## src/include/axi_lite_config.svh

```systemverilog
/*
 * Bus widths and memory depth shared by the AXI-lite memory subsystem.
 * Include wherever a width or the SRAM size is needed.
 */
`ifndef AXI_LITE_CONFIG_SVH
`define AXI_LITE_CONFIG_SVH

`define AXI_ADDR_WIDTH 32
`define AXI_DATA_WIDTH 32
// one strobe per data byte
`define AXI_STRB_WIDTH (`AXI_DATA_WIDTH / 8)
// 64 words, byte addresses 0 to 255
`define MEM_WORDS 64

`endif

```

## src/axi_lite_pkg.sv

```systemverilog
/*
 * AXI-lite protocol types: response codes and the arbiter's grant encodings.
 */
package axi_lite_pkg;

    // only the two codes this subsystem produces
    typedef enum logic [1:0] {
        OKAY   = 2'b00,
        SLVERR = 2'b10
    } axi_resp_t;

    // current holder of the shared bus
    typedef enum logic [1:0] {
        NONE = 2'b00,
        IFU  = 2'b01,
        LSU  = 2'b10
    } bus_owner_t;

    // transaction kind of the current owner
    typedef enum logic {
        READ  = 1'b0,
        WRITE = 1'b1
    } xfer_kind_t;

endpackage

```

## src/mem_map_pkg.sv

```systemverilog
/*
 * Memory map types: address decode result and SRAM row index.
 */
`include "axi_lite_config.svh"

package mem_map_pkg;

    // anything past the SRAM is unmapped
    typedef enum logic {
        RAM      = 1'b0,
        UNMAPPED = 1'b1
    } mem_region_t;

    typedef logic [$clog2(`MEM_WORDS)-1:0] word_index_t;

endpackage

```

## src/axi_lite_if.sv

```systemverilog
/*
 * AXI-lite bus with all five channels, no prot, single outstanding transfer.
 * Managers connect through the manager modport, memories through subordinate.
 */
`timescale 1ns/1ps
`include "axi_lite_config.svh"

interface axi_lite_if
    import axi_lite_pkg::*;
();

    // read address
    logic                       ar_valid;
    logic                       ar_ready;
    logic [`AXI_ADDR_WIDTH-1:0] ar_addr;

    // write address
    logic                       aw_valid;
    logic                       aw_ready;
    logic [`AXI_ADDR_WIDTH-1:0] aw_addr;

    // write data
    logic                       w_valid;
    logic                       w_ready;
    logic [`AXI_DATA_WIDTH-1:0] w_data;
    logic [`AXI_STRB_WIDTH-1:0] w_strb;

    // write response
    logic                       b_valid;
    logic                       b_ready;
    axi_resp_t                  b_resp;

    // read data
    logic                       r_valid;
    logic                       r_ready;
    logic [`AXI_DATA_WIDTH-1:0] r_data;
    axi_resp_t                  r_resp;

    modport manager (
        output ar_valid, ar_addr, aw_valid, aw_addr, w_valid, w_data, w_strb,
        output b_ready, r_ready,
        input  ar_ready, aw_ready, w_ready, b_valid, b_resp, r_valid, r_data, r_resp
    );

    modport subordinate (
        input  ar_valid, ar_addr, aw_valid, aw_addr, w_valid, w_data, w_strb,
        input  b_ready, r_ready,
        output ar_ready, aw_ready, w_ready, b_valid, b_resp, r_valid, r_data, r_resp
    );

endinterface

```

## src/axi_lite_arbiter.sv

```systemverilog
/*
 * Fixed-priority arbiter for two AXI-lite managers onto one subordinate.
 * The lsu wins ties; a grant is held until the read or write response completes.
 */
`timescale 1ns/1ps

module axi_lite_arbiter
    import axi_lite_pkg::*;
(
    input logic               clk,
    input logic               reset,
    axi_lite_if.subordinate   ifu,
    axi_lite_if.subordinate   lsu,
    axi_lite_if.manager       mem
);

    bus_owner_t owner;
    xfer_kind_t kind;

    logic ifu_rd_req;
    logic ifu_wr_req;
    logic lsu_rd_req;
    logic lsu_wr_req;
    logic own_ifu;
    logic own_lsu;
    logic is_read;
    logic is_write;
    logic rsp_done;

    // a write needs address and data together
    assign ifu_rd_req = ifu.ar_valid;
    assign ifu_wr_req = ifu.aw_valid & ifu.w_valid;
    assign lsu_rd_req = lsu.ar_valid;
    assign lsu_wr_req = lsu.aw_valid & lsu.w_valid;

    assign own_ifu  = (owner == IFU);
    assign own_lsu  = (owner == LSU);
    assign is_read  = (kind == READ);
    assign is_write = (kind == WRITE);

    assign rsp_done = (mem.r_valid & mem.r_ready) | (mem.b_valid & mem.b_ready);

    // grant register, free when owner is NONE
    always_ff @(posedge clk) begin
        if (!reset) begin
            owner <= NONE;
            kind  <= READ;
        end else if (owner == NONE) begin
            if (lsu_rd_req || lsu_wr_req) begin
                owner <= LSU;
                kind  <= lsu_rd_req ? READ : WRITE;
            end else if (ifu_rd_req || ifu_wr_req) begin
                owner <= IFU;
                kind  <= ifu_rd_req ? READ : WRITE;
            end
        end else if (rsp_done) begin
            owner <= NONE;
        end
    end

    // request channels, only those of the granted kind
    assign mem.ar_valid = is_read & (own_lsu ? lsu.ar_valid : own_ifu & ifu.ar_valid);
    assign mem.ar_addr  = own_lsu ? lsu.ar_addr : ifu.ar_addr;

    assign mem.aw_valid = is_write & (own_lsu ? lsu.aw_valid : own_ifu & ifu.aw_valid);
    assign mem.aw_addr  = own_lsu ? lsu.aw_addr : ifu.aw_addr;

    assign mem.w_valid  = is_write & (own_lsu ? lsu.w_valid : own_ifu & ifu.w_valid);
    assign mem.w_data   = own_lsu ? lsu.w_data : ifu.w_data;
    assign mem.w_strb   = own_lsu ? lsu.w_strb : ifu.w_strb;

    // readys go back to the owner alone
    assign ifu.ar_ready = own_ifu & is_read & mem.ar_ready;
    assign lsu.ar_ready = own_lsu & is_read & mem.ar_ready;
    assign ifu.aw_ready = own_ifu & is_write & mem.aw_ready;
    assign lsu.aw_ready = own_lsu & is_write & mem.aw_ready;
    assign ifu.w_ready  = own_ifu & is_write & mem.w_ready;
    assign lsu.w_ready  = own_lsu & is_write & mem.w_ready;

    // response valids gated by the registered grant
    assign ifu.r_valid = own_ifu & is_read & mem.r_valid;
    assign lsu.r_valid = own_lsu & is_read & mem.r_valid;
    assign ifu.b_valid = own_ifu & is_write & mem.b_valid;
    assign lsu.b_valid = own_lsu & is_write & mem.b_valid;

    // payloads are only meaningful with valid
    assign ifu.r_data = mem.r_data;
    assign lsu.r_data = mem.r_data;
    assign ifu.r_resp = mem.r_resp;
    assign lsu.r_resp = mem.r_resp;
    assign ifu.b_resp = mem.b_resp;
    assign lsu.b_resp = mem.b_resp;

    assign mem.r_ready = is_read & (own_lsu ? lsu.r_ready : own_ifu & ifu.r_ready);
    assign mem.b_ready = is_write & (own_lsu ? lsu.b_ready : own_ifu & ifu.b_ready);

endmodule

```

## src/axi_lite_sram.sv

```systemverilog
/*
 * Word-addressed SRAM behind an AXI-lite subordinate port.
 * Writes honour byte strobes; addresses past the array answer SLVERR.
 */
`timescale 1ns/1ps
`include "axi_lite_config.svh"

module axi_lite_sram
    import axi_lite_pkg::*;
    import mem_map_pkg::*;
(
    input logic               clk,
    input logic               reset,
    axi_lite_if.subordinate   bus
);

    localparam int IDX_LSB = $clog2(`AXI_STRB_WIDTH);
    localparam logic [`AXI_ADDR_WIDTH-1:0] MEM_BYTES = `MEM_WORDS * `AXI_STRB_WIDTH;

    logic [`AXI_DATA_WIDTH-1:0] ram [`MEM_WORDS];

    logic                       rd_pend;
    logic                       wr_pend;
    logic [`AXI_DATA_WIDTH-1:0] rsp_data;
    axi_resp_t                  rsp_code;

    logic        idle;
    logic        rd_fire;
    logic        wr_fire;
    mem_region_t rd_region;
    mem_region_t wr_region;
    word_index_t rd_idx;
    word_index_t wr_idx;

    function automatic mem_region_t decode(input logic [`AXI_ADDR_WIDTH-1:0] addr);
        return (addr < MEM_BYTES) ? RAM : UNMAPPED;
    endfunction

    function automatic word_index_t to_index(input logic [`AXI_ADDR_WIDTH-1:0] addr);
        return addr[IDX_LSB +: $bits(word_index_t)];
    endfunction

    assign rd_region = decode(bus.ar_addr);
    assign wr_region = decode(bus.aw_addr);
    assign rd_idx    = to_index(bus.ar_addr);
    assign wr_idx    = to_index(bus.aw_addr);

    // one transaction at a time, reads first
    assign idle         = !rd_pend && !wr_pend;
    assign bus.ar_ready = idle;
    assign bus.aw_ready = idle && bus.aw_valid && bus.w_valid && !bus.ar_valid;
    assign bus.w_ready  = bus.aw_ready;

    assign rd_fire = bus.ar_valid & bus.ar_ready;
    assign wr_fire = bus.aw_valid & bus.aw_ready;

    always_ff @(posedge clk) begin
        if (!reset) begin
            rd_pend <= 1'b0;
            wr_pend <= 1'b0;
        end else begin
            if (rd_fire) begin
                rd_pend <= 1'b1;
            end else if (bus.r_valid && bus.r_ready) begin
                rd_pend <= 1'b0;
            end
            if (wr_fire) begin
                wr_pend <= 1'b1;
            end else if (bus.b_valid && bus.b_ready) begin
                wr_pend <= 1'b0;
            end
        end
    end

    // strobed byte writes, unmapped writes are dropped
    always_ff @(posedge clk) begin
        if (wr_fire && wr_region == RAM) begin
            for (int i = 0; i < `AXI_STRB_WIDTH; i++) begin
                if (bus.w_strb[i]) begin
                    ram[wr_idx][8*i +: 8] <= bus.w_data[8*i +: 8];
                end
            end
        end
    end

    // response captured at the request, held until the handshake
    always_ff @(posedge clk) begin
        if (rd_fire) begin
            rsp_data <= (rd_region == RAM) ? ram[rd_idx] : '0;
            rsp_code <= (rd_region == RAM) ? OKAY : SLVERR;
        end else if (wr_fire) begin
            rsp_code <= (wr_region == RAM) ? OKAY : SLVERR;
        end
    end

    assign bus.r_valid = rd_pend;
    assign bus.r_data  = rsp_data;
    assign bus.r_resp  = rsp_code;
    assign bus.b_valid = wr_pend;
    assign bus.b_resp  = rsp_code;

endmodule

```

## src/mem_subsystem.sv

```systemverilog
/*
 * Top level: ifu and lsu AXI-lite ports share one SRAM through the arbiter.
 */
`timescale 1ns/1ps
`include "axi_lite_config.svh"

module mem_subsystem (
    input  logic                       clk,
    input  logic                       reset,
    // instruction fetch
    input  logic                       ifu_ar_valid,
    output logic                       ifu_ar_ready,
    input  logic [`AXI_ADDR_WIDTH-1:0] ifu_ar_addr,
    input  logic                       ifu_aw_valid,
    output logic                       ifu_aw_ready,
    input  logic [`AXI_ADDR_WIDTH-1:0] ifu_aw_addr,
    input  logic                       ifu_w_valid,
    output logic                       ifu_w_ready,
    input  logic [`AXI_DATA_WIDTH-1:0] ifu_w_data,
    input  logic [`AXI_STRB_WIDTH-1:0] ifu_w_strb,
    output logic                       ifu_b_valid,
    input  logic                       ifu_b_ready,
    output logic [1:0]                 ifu_b_resp,
    output logic                       ifu_r_valid,
    input  logic                       ifu_r_ready,
    output logic [`AXI_DATA_WIDTH-1:0] ifu_r_data,
    output logic [1:0]                 ifu_r_resp,
    // load/store
    input  logic                       lsu_ar_valid,
    output logic                       lsu_ar_ready,
    input  logic [`AXI_ADDR_WIDTH-1:0] lsu_ar_addr,
    input  logic                       lsu_aw_valid,
    output logic                       lsu_aw_ready,
    input  logic [`AXI_ADDR_WIDTH-1:0] lsu_aw_addr,
    input  logic                       lsu_w_valid,
    output logic                       lsu_w_ready,
    input  logic [`AXI_DATA_WIDTH-1:0] lsu_w_data,
    input  logic [`AXI_STRB_WIDTH-1:0] lsu_w_strb,
    output logic                       lsu_b_valid,
    input  logic                       lsu_b_ready,
    output logic [1:0]                 lsu_b_resp,
    output logic                       lsu_r_valid,
    input  logic                       lsu_r_ready,
    output logic [`AXI_DATA_WIDTH-1:0] lsu_r_data,
    output logic [1:0]                 lsu_r_resp
);

    axi_lite_if ifu_bus ();
    axi_lite_if lsu_bus ();
    axi_lite_if mem_bus ();

    // ifu side
    assign ifu_bus.ar_valid = ifu_ar_valid;
    assign ifu_bus.ar_addr  = ifu_ar_addr;
    assign ifu_bus.aw_valid = ifu_aw_valid;
    assign ifu_bus.aw_addr  = ifu_aw_addr;
    assign ifu_bus.w_valid  = ifu_w_valid;
    assign ifu_bus.w_data   = ifu_w_data;
    assign ifu_bus.w_strb   = ifu_w_strb;
    assign ifu_bus.b_ready  = ifu_b_ready;
    assign ifu_bus.r_ready  = ifu_r_ready;
    assign ifu_ar_ready     = ifu_bus.ar_ready;
    assign ifu_aw_ready     = ifu_bus.aw_ready;
    assign ifu_w_ready      = ifu_bus.w_ready;
    assign ifu_b_valid      = ifu_bus.b_valid;
    assign ifu_b_resp       = ifu_bus.b_resp;
    assign ifu_r_valid      = ifu_bus.r_valid;
    assign ifu_r_data       = ifu_bus.r_data;
    assign ifu_r_resp       = ifu_bus.r_resp;

    // lsu side
    assign lsu_bus.ar_valid = lsu_ar_valid;
    assign lsu_bus.ar_addr  = lsu_ar_addr;
    assign lsu_bus.aw_valid = lsu_aw_valid;
    assign lsu_bus.aw_addr  = lsu_aw_addr;
    assign lsu_bus.w_valid  = lsu_w_valid;
    assign lsu_bus.w_data   = lsu_w_data;
    assign lsu_bus.w_strb   = lsu_w_strb;
    assign lsu_bus.b_ready  = lsu_b_ready;
    assign lsu_bus.r_ready  = lsu_r_ready;
    assign lsu_ar_ready     = lsu_bus.ar_ready;
    assign lsu_aw_ready     = lsu_bus.aw_ready;
    assign lsu_w_ready      = lsu_bus.w_ready;
    assign lsu_b_valid      = lsu_bus.b_valid;
    assign lsu_b_resp       = lsu_bus.b_resp;
    assign lsu_r_valid      = lsu_bus.r_valid;
    assign lsu_r_data       = lsu_bus.r_data;
    assign lsu_r_resp       = lsu_bus.r_resp;

    axi_lite_arbiter arb0 (
        .clk   (clk),
        .reset (reset),
        .ifu   (ifu_bus.subordinate),
        .lsu   (lsu_bus.subordinate),
        .mem   (mem_bus.manager)
    );

    axi_lite_sram sram0 (
        .clk   (clk),
        .reset (reset),
        .bus   (mem_bus.subordinate)
    );

endmodule

```

## config.mk

```make
export PLATFORM = sky130hd
export DESIGN_NAME = mem_subsystem
export DESIGN_NICKNAME = d
export VERILOG_FILES = /design/src/axi_lite_pkg.sv /design/src/mem_map_pkg.sv /design/src/axi_lite_if.sv /design/src/axi_lite_arbiter.sv /design/src/axi_lite_sram.sv /design/src/mem_subsystem.sv
export VERILOG_INCLUDE_DIRS = /design/src /design/src/include
export SDC_FILE = /design/constraint.sdc
export NUM_CORES = 2
export LEC_CHECK = 0
export BUFFER_PORTS_ARGS = -buffer_cell sky130_fd_sc_hd__buf_2
export CELL_PAD_IN_SITES_DETAIL_PLACEMENT = 1
export CELL_PAD_IN_SITES_GLOBAL_PLACEMENT = 2
export CORE_ASPECT_RATIO = 1.75
export CORE_UTILIZATION = 30
export DETAILED_ROUTE_END_ITERATION = 12
export PLACE_DENSITY_LB_ADDON = 0.08
export RECOVER_POWER = 25
export SETUP_SLACK_MARGIN = 0.1
export SLEW_MARGIN = 20
export SYNTH_ARGS = -nofsm -noshare
export SYNTH_HDL_FRONTEND = slang
export SYNTH_SLANG_ARGS = --single-unit
export TNS_END_PERCENT = 1
```

## constraint.sdc

```tcl
create_clock -name clk -period 4.05 [get_ports clk]
set_input_delay 0.405 -clock clk [delete_from_list [all_inputs] [get_ports clk]]
set_output_delay 0.405 -clock clk [all_outputs]
set_load 0.03 [all_outputs]
```

## Word-level counts from Yosys, hierarchy flattened

Memory sizes are Yosys's and may differ from the RTL's. A register that Yosys moved wholly into a read port is not among the register bits.
Index checks and enable logic that the tools add are counted.

- Memory bits (writable): 2048
- Word-level logic and storage cells: 99
- Register bits after elaboration: 7
- Output and inout bits: 82
- Memories: 1

Memory list:

| name | words | bits a word | read ports | clocked after Yosys merged registers in | wr ports | RTL line | source |
|---|---|---|---|---|---|---|---|
| sram0.ram | 64 | 32 | 1 | 1 | 1 | axi_lite_sram.sv:20 | `` logic [`AXI_DATA_WIDTH-1:0] ram [`MEM_WORDS]; `` |

- Multiplexer cells: 37
- Equal/unequal tests: 3
- Reduce and logical (&&, ||, !) cells: 21
- Order comparisons: 2
- Bitwise gates (word level): 30

Operator list:

| cell | number |
|---|---|
| $mux W32 | 3 |
| $lt A32 B9 Y1 const B | 2 |
| $and A1 B1 Y1 | 28 |
| $mux W1 | 25 |
| $mux W2 | 8 |
| $reduce_bool A2 Y1 | 5 |
| $logic_and A1 B1 Y1 | 7 |
| $logic_not A1 Y1 | 4 |
| $mux W4 | 1 |
| $reduce_and A2 Y1 | 2 |
| $ne A3 B3 Y1 const B | 1 |
| $eq A2 B1 Y1 const B | 1 |
| $eq A2 B2 Y1 const B | 1 |
| $logic_not A2 Y1 | 1 |
| $logic_or A1 B1 Y1 | 2 |
| $not A1 Y1 | 1 |
| $or A1 B1 Y1 | 1 |

## Longest topological paths before layout

- Word-level depth: 11
- Depth in mapped cells: 13

## Hierarchy

A second synthesis with hierarchy kept.

- Cell total of the unflattened synthesis: 4112
- Area total of the unflattened synthesis: 83050.9 um2

By module, submodules not included:

| module | instances | cells an instance | seq. area each (um2) | area each (um2) |
|---|---|---|---|---|
| axi_lite_sram | 1 | 3667 | 62530.0 | 80877.6 |
| axi_lite_arbiter | 1 | 445 | 60.1 | 2173.3 |

## Worst setup path after synthesis

Ideal clock, no wire load.

- Path type: register to register
- From: register arb0.owner[1]
- To: register sram0.rsp_code[1], in the netlist sram0.bus.b_resp[1] (data pin)
- Stages on the path, launching flop included: 8
- Path buffers: 3
- Arrival time: 3.163 ns
- Setup slack: 0.627 ns
- Data required time: 3.790 ns
- Cells stage by stage: dfxtp_1 > nor2b_1 > clkbuf_2 > buf_2 > clkbuf_1 > a22oi_1 > nor2_1 > mux2_2

- Cells in the longest elaborated chain, start to end: 6
- Elaborated cells between the ends (all ways): 14

Ends and longest elaborated chain:

| element | RTL line | source |
|---|---|---|
| start, declared | axi_lite_arbiter.sv:17 | `bus_owner_t owner;` |
| start signal, assigned | axi_lite_arbiter.sv:46 | `owner <= NONE;` |
| start signal, assigned | axi_lite_arbiter.sv:50 | `owner <= LSU;` |
| start signal, assigned | axi_lite_arbiter.sv:53 | `owner <= IFU;` |
| $eq A2 B1 Y1 | axi_lite_arbiter.sv:36 | `assign own_ifu = (owner == IFU);` |
| $and A1 B1 Y1 | axi_lite_arbiter.sv:62 | `assign mem.ar_valid = is_read & (own_lsu ? lsu.ar_valid : own_ifu & ifu.ar_valid);` |
| $mux W1 * | axi_lite_arbiter.sv:62 |  |
| $and A1 B1 Y1 * | axi_lite_arbiter.sv:62 |  |
| $and A1 B1 Y1 * | axi_lite_sram.sv:54 | `assign rd_fire = bus.ar_valid & bus.ar_ready;` |
| net sram0.rd_fire | axi_lite_sram.sv:28 | `logic rd_fire;` |
| $mux W2 * | axi_lite_sram.sv:88 | `if (rd_fire) begin` |
| end signal, assigned | axi_lite_sram.sv:90 | `rsp_code <= (rd_region == RAM) ? OKAY : SLVERR;` |
| end signal, assigned | axi_lite_sram.sv:92 | `rsp_code <= (wr_region == RAM) ? OKAY : SLVERR;` |
| end, declared | axi_lite_sram.sv:25 | `axi_resp_t rsp_code;` |

Mark *: on every way through the listed nets, which the timed path passes. The rest lies on a longest branch. The select of a mux whose other input is x is not followed.
A chain may end at the register's enable or synchronous reset.

## Worst setup path in the final report

- From: register arb0.owner[1]
- To: register sram0.rsp_data[30], in the netlist sram0.bus.r_data[30], read port of sram0.ram (data pin)

- Cells in the longest elaborated chain, start to end: 5
- Elaborated cells between the ends (all ways): 9

Ends and longest elaborated chain:

| element | RTL line | source |
|---|---|---|
| parallel branches: the longest is 5 deep, another holds $lt A32 B9 Y1 | - |  |
| end, declared | axi_lite_sram.sv:24 | `` logic [`AXI_DATA_WIDTH-1:0] rsp_data; `` |

Several ways; the timed one is not identified.

==> metrics.md <==
| Metric | Value |
|---|---|
| Outcome | `finished with violations` |
| Violated checks | `max-capacitance violations, max-slew violations` |
| Unique masters post-synth | `72` |
| Starting Density | `30.16%` |
| Final Cycle Share | `95.29%` |
| Max Cap Viol | `5` |
| CTS buffer count | `210` |
| Critical Path AT | `4400 ps` |
| Hold Path Class | `input port to register` |
| Clk root buf | `clkbuf_16` |
| Final hold violation count | `0` |
| Routed length per instance | `about 33 um` |
| Routed Antenna Nets | `0` |
| CTS tree | `yes` |
| Most frequent CP cell | `buf_12` |
| Number of synthesized flops with an enable pin | `~2.1k` |
| Req. time, crit path | `4590 ps` |
| CP endpoint kind | `register` |
| Worst-Skew Late Latency | `910 ps` |
| First-pass GRT wire length | `480.7 mm` |
| Post-synth ARST share | `0%` |
| Clock skew | `57.20 ps` |
| Syn_area_per_cell | `13.65 um^2` |
| Grt total ovfl | `0` |
| Num ports | `between 200 and 300` |
| Warnings, synthesis | `0` |
| Power density cells | `500.6 mW/mm^2` |
| CP max stage cell | `dfxtp_1` |
| Port Buffer Count | `between 200 and 300` |
| Setup TNS | `0 ps` |
| RSZ-0062 raised after global routing | `no` |
| DR DRC count | `0` |
| Final-report max-slew violation count | `274` |
| Rel. slew slack | `-54.41%` |
| Final wirelength | `353.2 mm` |
| # rows | `257` |
| # setup viols final | `0` |
| Fin util | `36.15%` |
| Crit path cell chain | `nand2b_4 -> buf_12 -> a21oi_4 -> buf_12 -> buf_12 -> buf_12 -> mux2i_1 -> a32oi_1 -> a31oi_1 -> a221o_1 -> nand4_1` |
| Largest net degree at the start of global routing | `69` |
| Most frequent cell after synthesis | `edfxtp_1` |
| Final HPWL from detailed placement | `245.2 mm` |
| First-pass iteration count of the detailed router | `7` |
| Synth area leader | `edfxtp_1` |
| Share of cells above drive strength 1 | `17.49%` |
| Top cells by area, synth | `edfxtp_1 (74%), nand2_1 (7.1%), nand3_1 (2.8%), mux2i_1 (2.7%), a32oi_1 (1.6%)` |
| H-tree Lvls | `4` |
| PnR Total Power | `between 50 and 60 mW` |
| Startpoint Class | `register` |
| Least-Margin Pin Slew | `2316 ps` |
| Most frequent cells after synthesis | `edfxtp_1 (2081), nand2_1 (1603), nand3_1 (472)` |
| Peak supply drop | `332.8 uV` |
| LEAKAGE | `34.39 nW` |
| Mapped cell area | `0.08437 mm^2` |
| Total core area | `0.2798 mm^2` |
| GRT Overall Usage | `roughly 25%` |
| Drt initial violations | `3747` |
| Layout Nets | `~7k` |
| Die W | `402.9 um` |
| Clock tree buffer depth | `4` |
| Critical path start-end classification | `register to register` |
| #FFs+latches synth | `2086` |
| FMAX | `0.2591 GHz` |
| Synth-to-layout area growth | `19.87%` |
| Tmin final | `3859 ps` |
| Syn Inst Count | `6182` |
| Via density | `5.247` |
| Vias in the first global route | `58.11k` |
| Routed vias | `around 56k` |
| # clock sinks | `2086` |
| Final Wtd Congestion | `0.8458` |
| Initial antenna violation count | `18` |
| Share of the synthesized area in the top cell type | `74.07%` |
| Die ar. | `0.2834 mm^2` |
| Sequential-to-total area share from yosys stat | `74.19%` |
| Largest stage delay on the critical path | `530 ps` |
| Die height | `703.5 um` |
| Post-synth top flop | `edfxtp_1` |
| R2R Setup Slk | `190 ps` |
| Clock Pin Slew Worst Setup and Hold Paths | `~70 ps` |
| CP max FO | `37` |
==> repair_timing <==
action / 4_1_cts / 5_1_grt
resized for setup: 0 / 1
endpoints found under the hold margin: 5 / 0
hold buffers: 8 / 0
setup endpoints to repair: 0 / 8
buffers inserted: 0 / 0
==> cell usage in the layout (no fill, tap or decap), types with 11 or more instances in the layout <==
| cell | Yosys | final |
|---|---|---|
| a221o_1 | 11 | 11 |
| clkinv_1 | 0 | 45 |
| clkbuf_1 | 68 | 123 |
| nand4_1 | 162 | 162 |
| nor2_1 | 313 | 301 |
| o21ai_0 | 39 | 39 |
| a311oi_1 | 90 | 90 |
| mux2i_1 | 224 | 222 |
| a211oi_1 | 173 | 173 |
| nor4_1 | 31 | 31 |
| buf_2 | 234 | 208 |
| clkbuf_16 | 0 | 210 |
| mux4_2 | 13 | 13 |
| a21oi_1 | 46 | 46 |
| a32oi_1 | 153 | 153 |
| a22oi_1 | 14 | 14 |
| buf_4 | 101 | 520 |
| clkinv_2 | 0 | 45 |
| nand3_1 | 472 | 472 |
| a31oi_1 | 58 | 58 |
| inv_1 | 89 | 89 |
| edfxtp_1 | 2081 | 2081 |
| buf_12 | 0 | 123 |
| nand2_1 | 1603 | 1581 |
| bufinv_16 | 0 | 16 |
| nand2_2 | 0 | 18 |
| nor3_1 | 20 | 15 |
==> sequential cells by signal, summed over array words and instances (netlist names) <==
| register | cells |
|---|---|
| sram0.bus.r_valid | 1 |
| sram0.bus.b_valid | 1 |
| sram0.bus.r_data | 32 |
| sram0.bus.b_resp | 1 |
| arb0.is_write | 1 |
| sram0.ram | 2048 |
| arb0.owner | 2 |
==> kinds of logic after synthesis <==
logic type | share of synthesized area, %
other cells | 0.004445
flops | 74.19
simple gates | 13.25
mux | 3.088
compound gates | 6.155
buf+inv | 3.321
==> worst paths after layout <==
kind	startpoint	end	depth (start not counted)
worst max-delay path	arb0.owner[1]	sram0.bus.r_data[30]	11
worst min-delay path	ifu_b_ready	arb0.owner[1]	5
worst max register to register	arb0.owner[1]	sram0.bus.r_data[30]	11
worst min register to register	sram0.bus.b_valid	sram0.bus.b_valid	2
==> layer usage <==
| metal | up-vias | track usage (%) | share of wire [%] |
|---|---|---|---|
| li1 | 24560 | - | - |
| met1 | 29800 | 28.53 | 39 |
| met4 | 4 | 10.30 | 4.8 |
| met3 | 452 | 2.279 | 3.4 |
| met5 | - | 0 | 0.0071 |
| met2 | 1296 | 45.59 | 53 |
==> worst max-delay path: cells and delay by family (launching register included) <==
family / cells / cell delay, ps
compound gates: 4 / 1290
buf+inv: 4 / 870
flops: 1 / 530
simple gates: 2 / 490
mux: 1 / 210
==> final cells by class <==
class,count,area [um^2]
inverter,89,334.1
tap,3626,4537
clock buffer,255,5424
antenna,6,15.01
multi-input combinational,3558,19270
timing repair buffer,951,7890
sequential,2086,62590
clock inverter,121,1067
fill,29220,178600
==> stage by stage <==
| stage | cells | instance area, um^2 | hold slack, ps | worst slack (ps) |
|---|---|---|---|---|
| floorplan | 6185 | 84380 | 478.3 | 626.6 |
| global placement | 10300 | 94740 | 514.8 | 45.30 |
| detailed placement | 10300 | 94800 | 522.6 | 206.9 |
| CTS | 10690 | 101400 | 34.41 | 168.7 |
| global route | 10690 | 101100 | 120.2 | 73.30 |
| finish | 10690 | 101100 | 103.5 | 190.9 |
==> report_power, final <==
part           total [mW]  internal, mW  leakage [nW]  switching, mW
combinational        6.91          1.88          12.4           5.03
sequential           24.4          24.4          18.8         0.0608
clock                19.3          10.5          3.18           8.73
No activity file was read; power rests on OpenSTA's default activity.
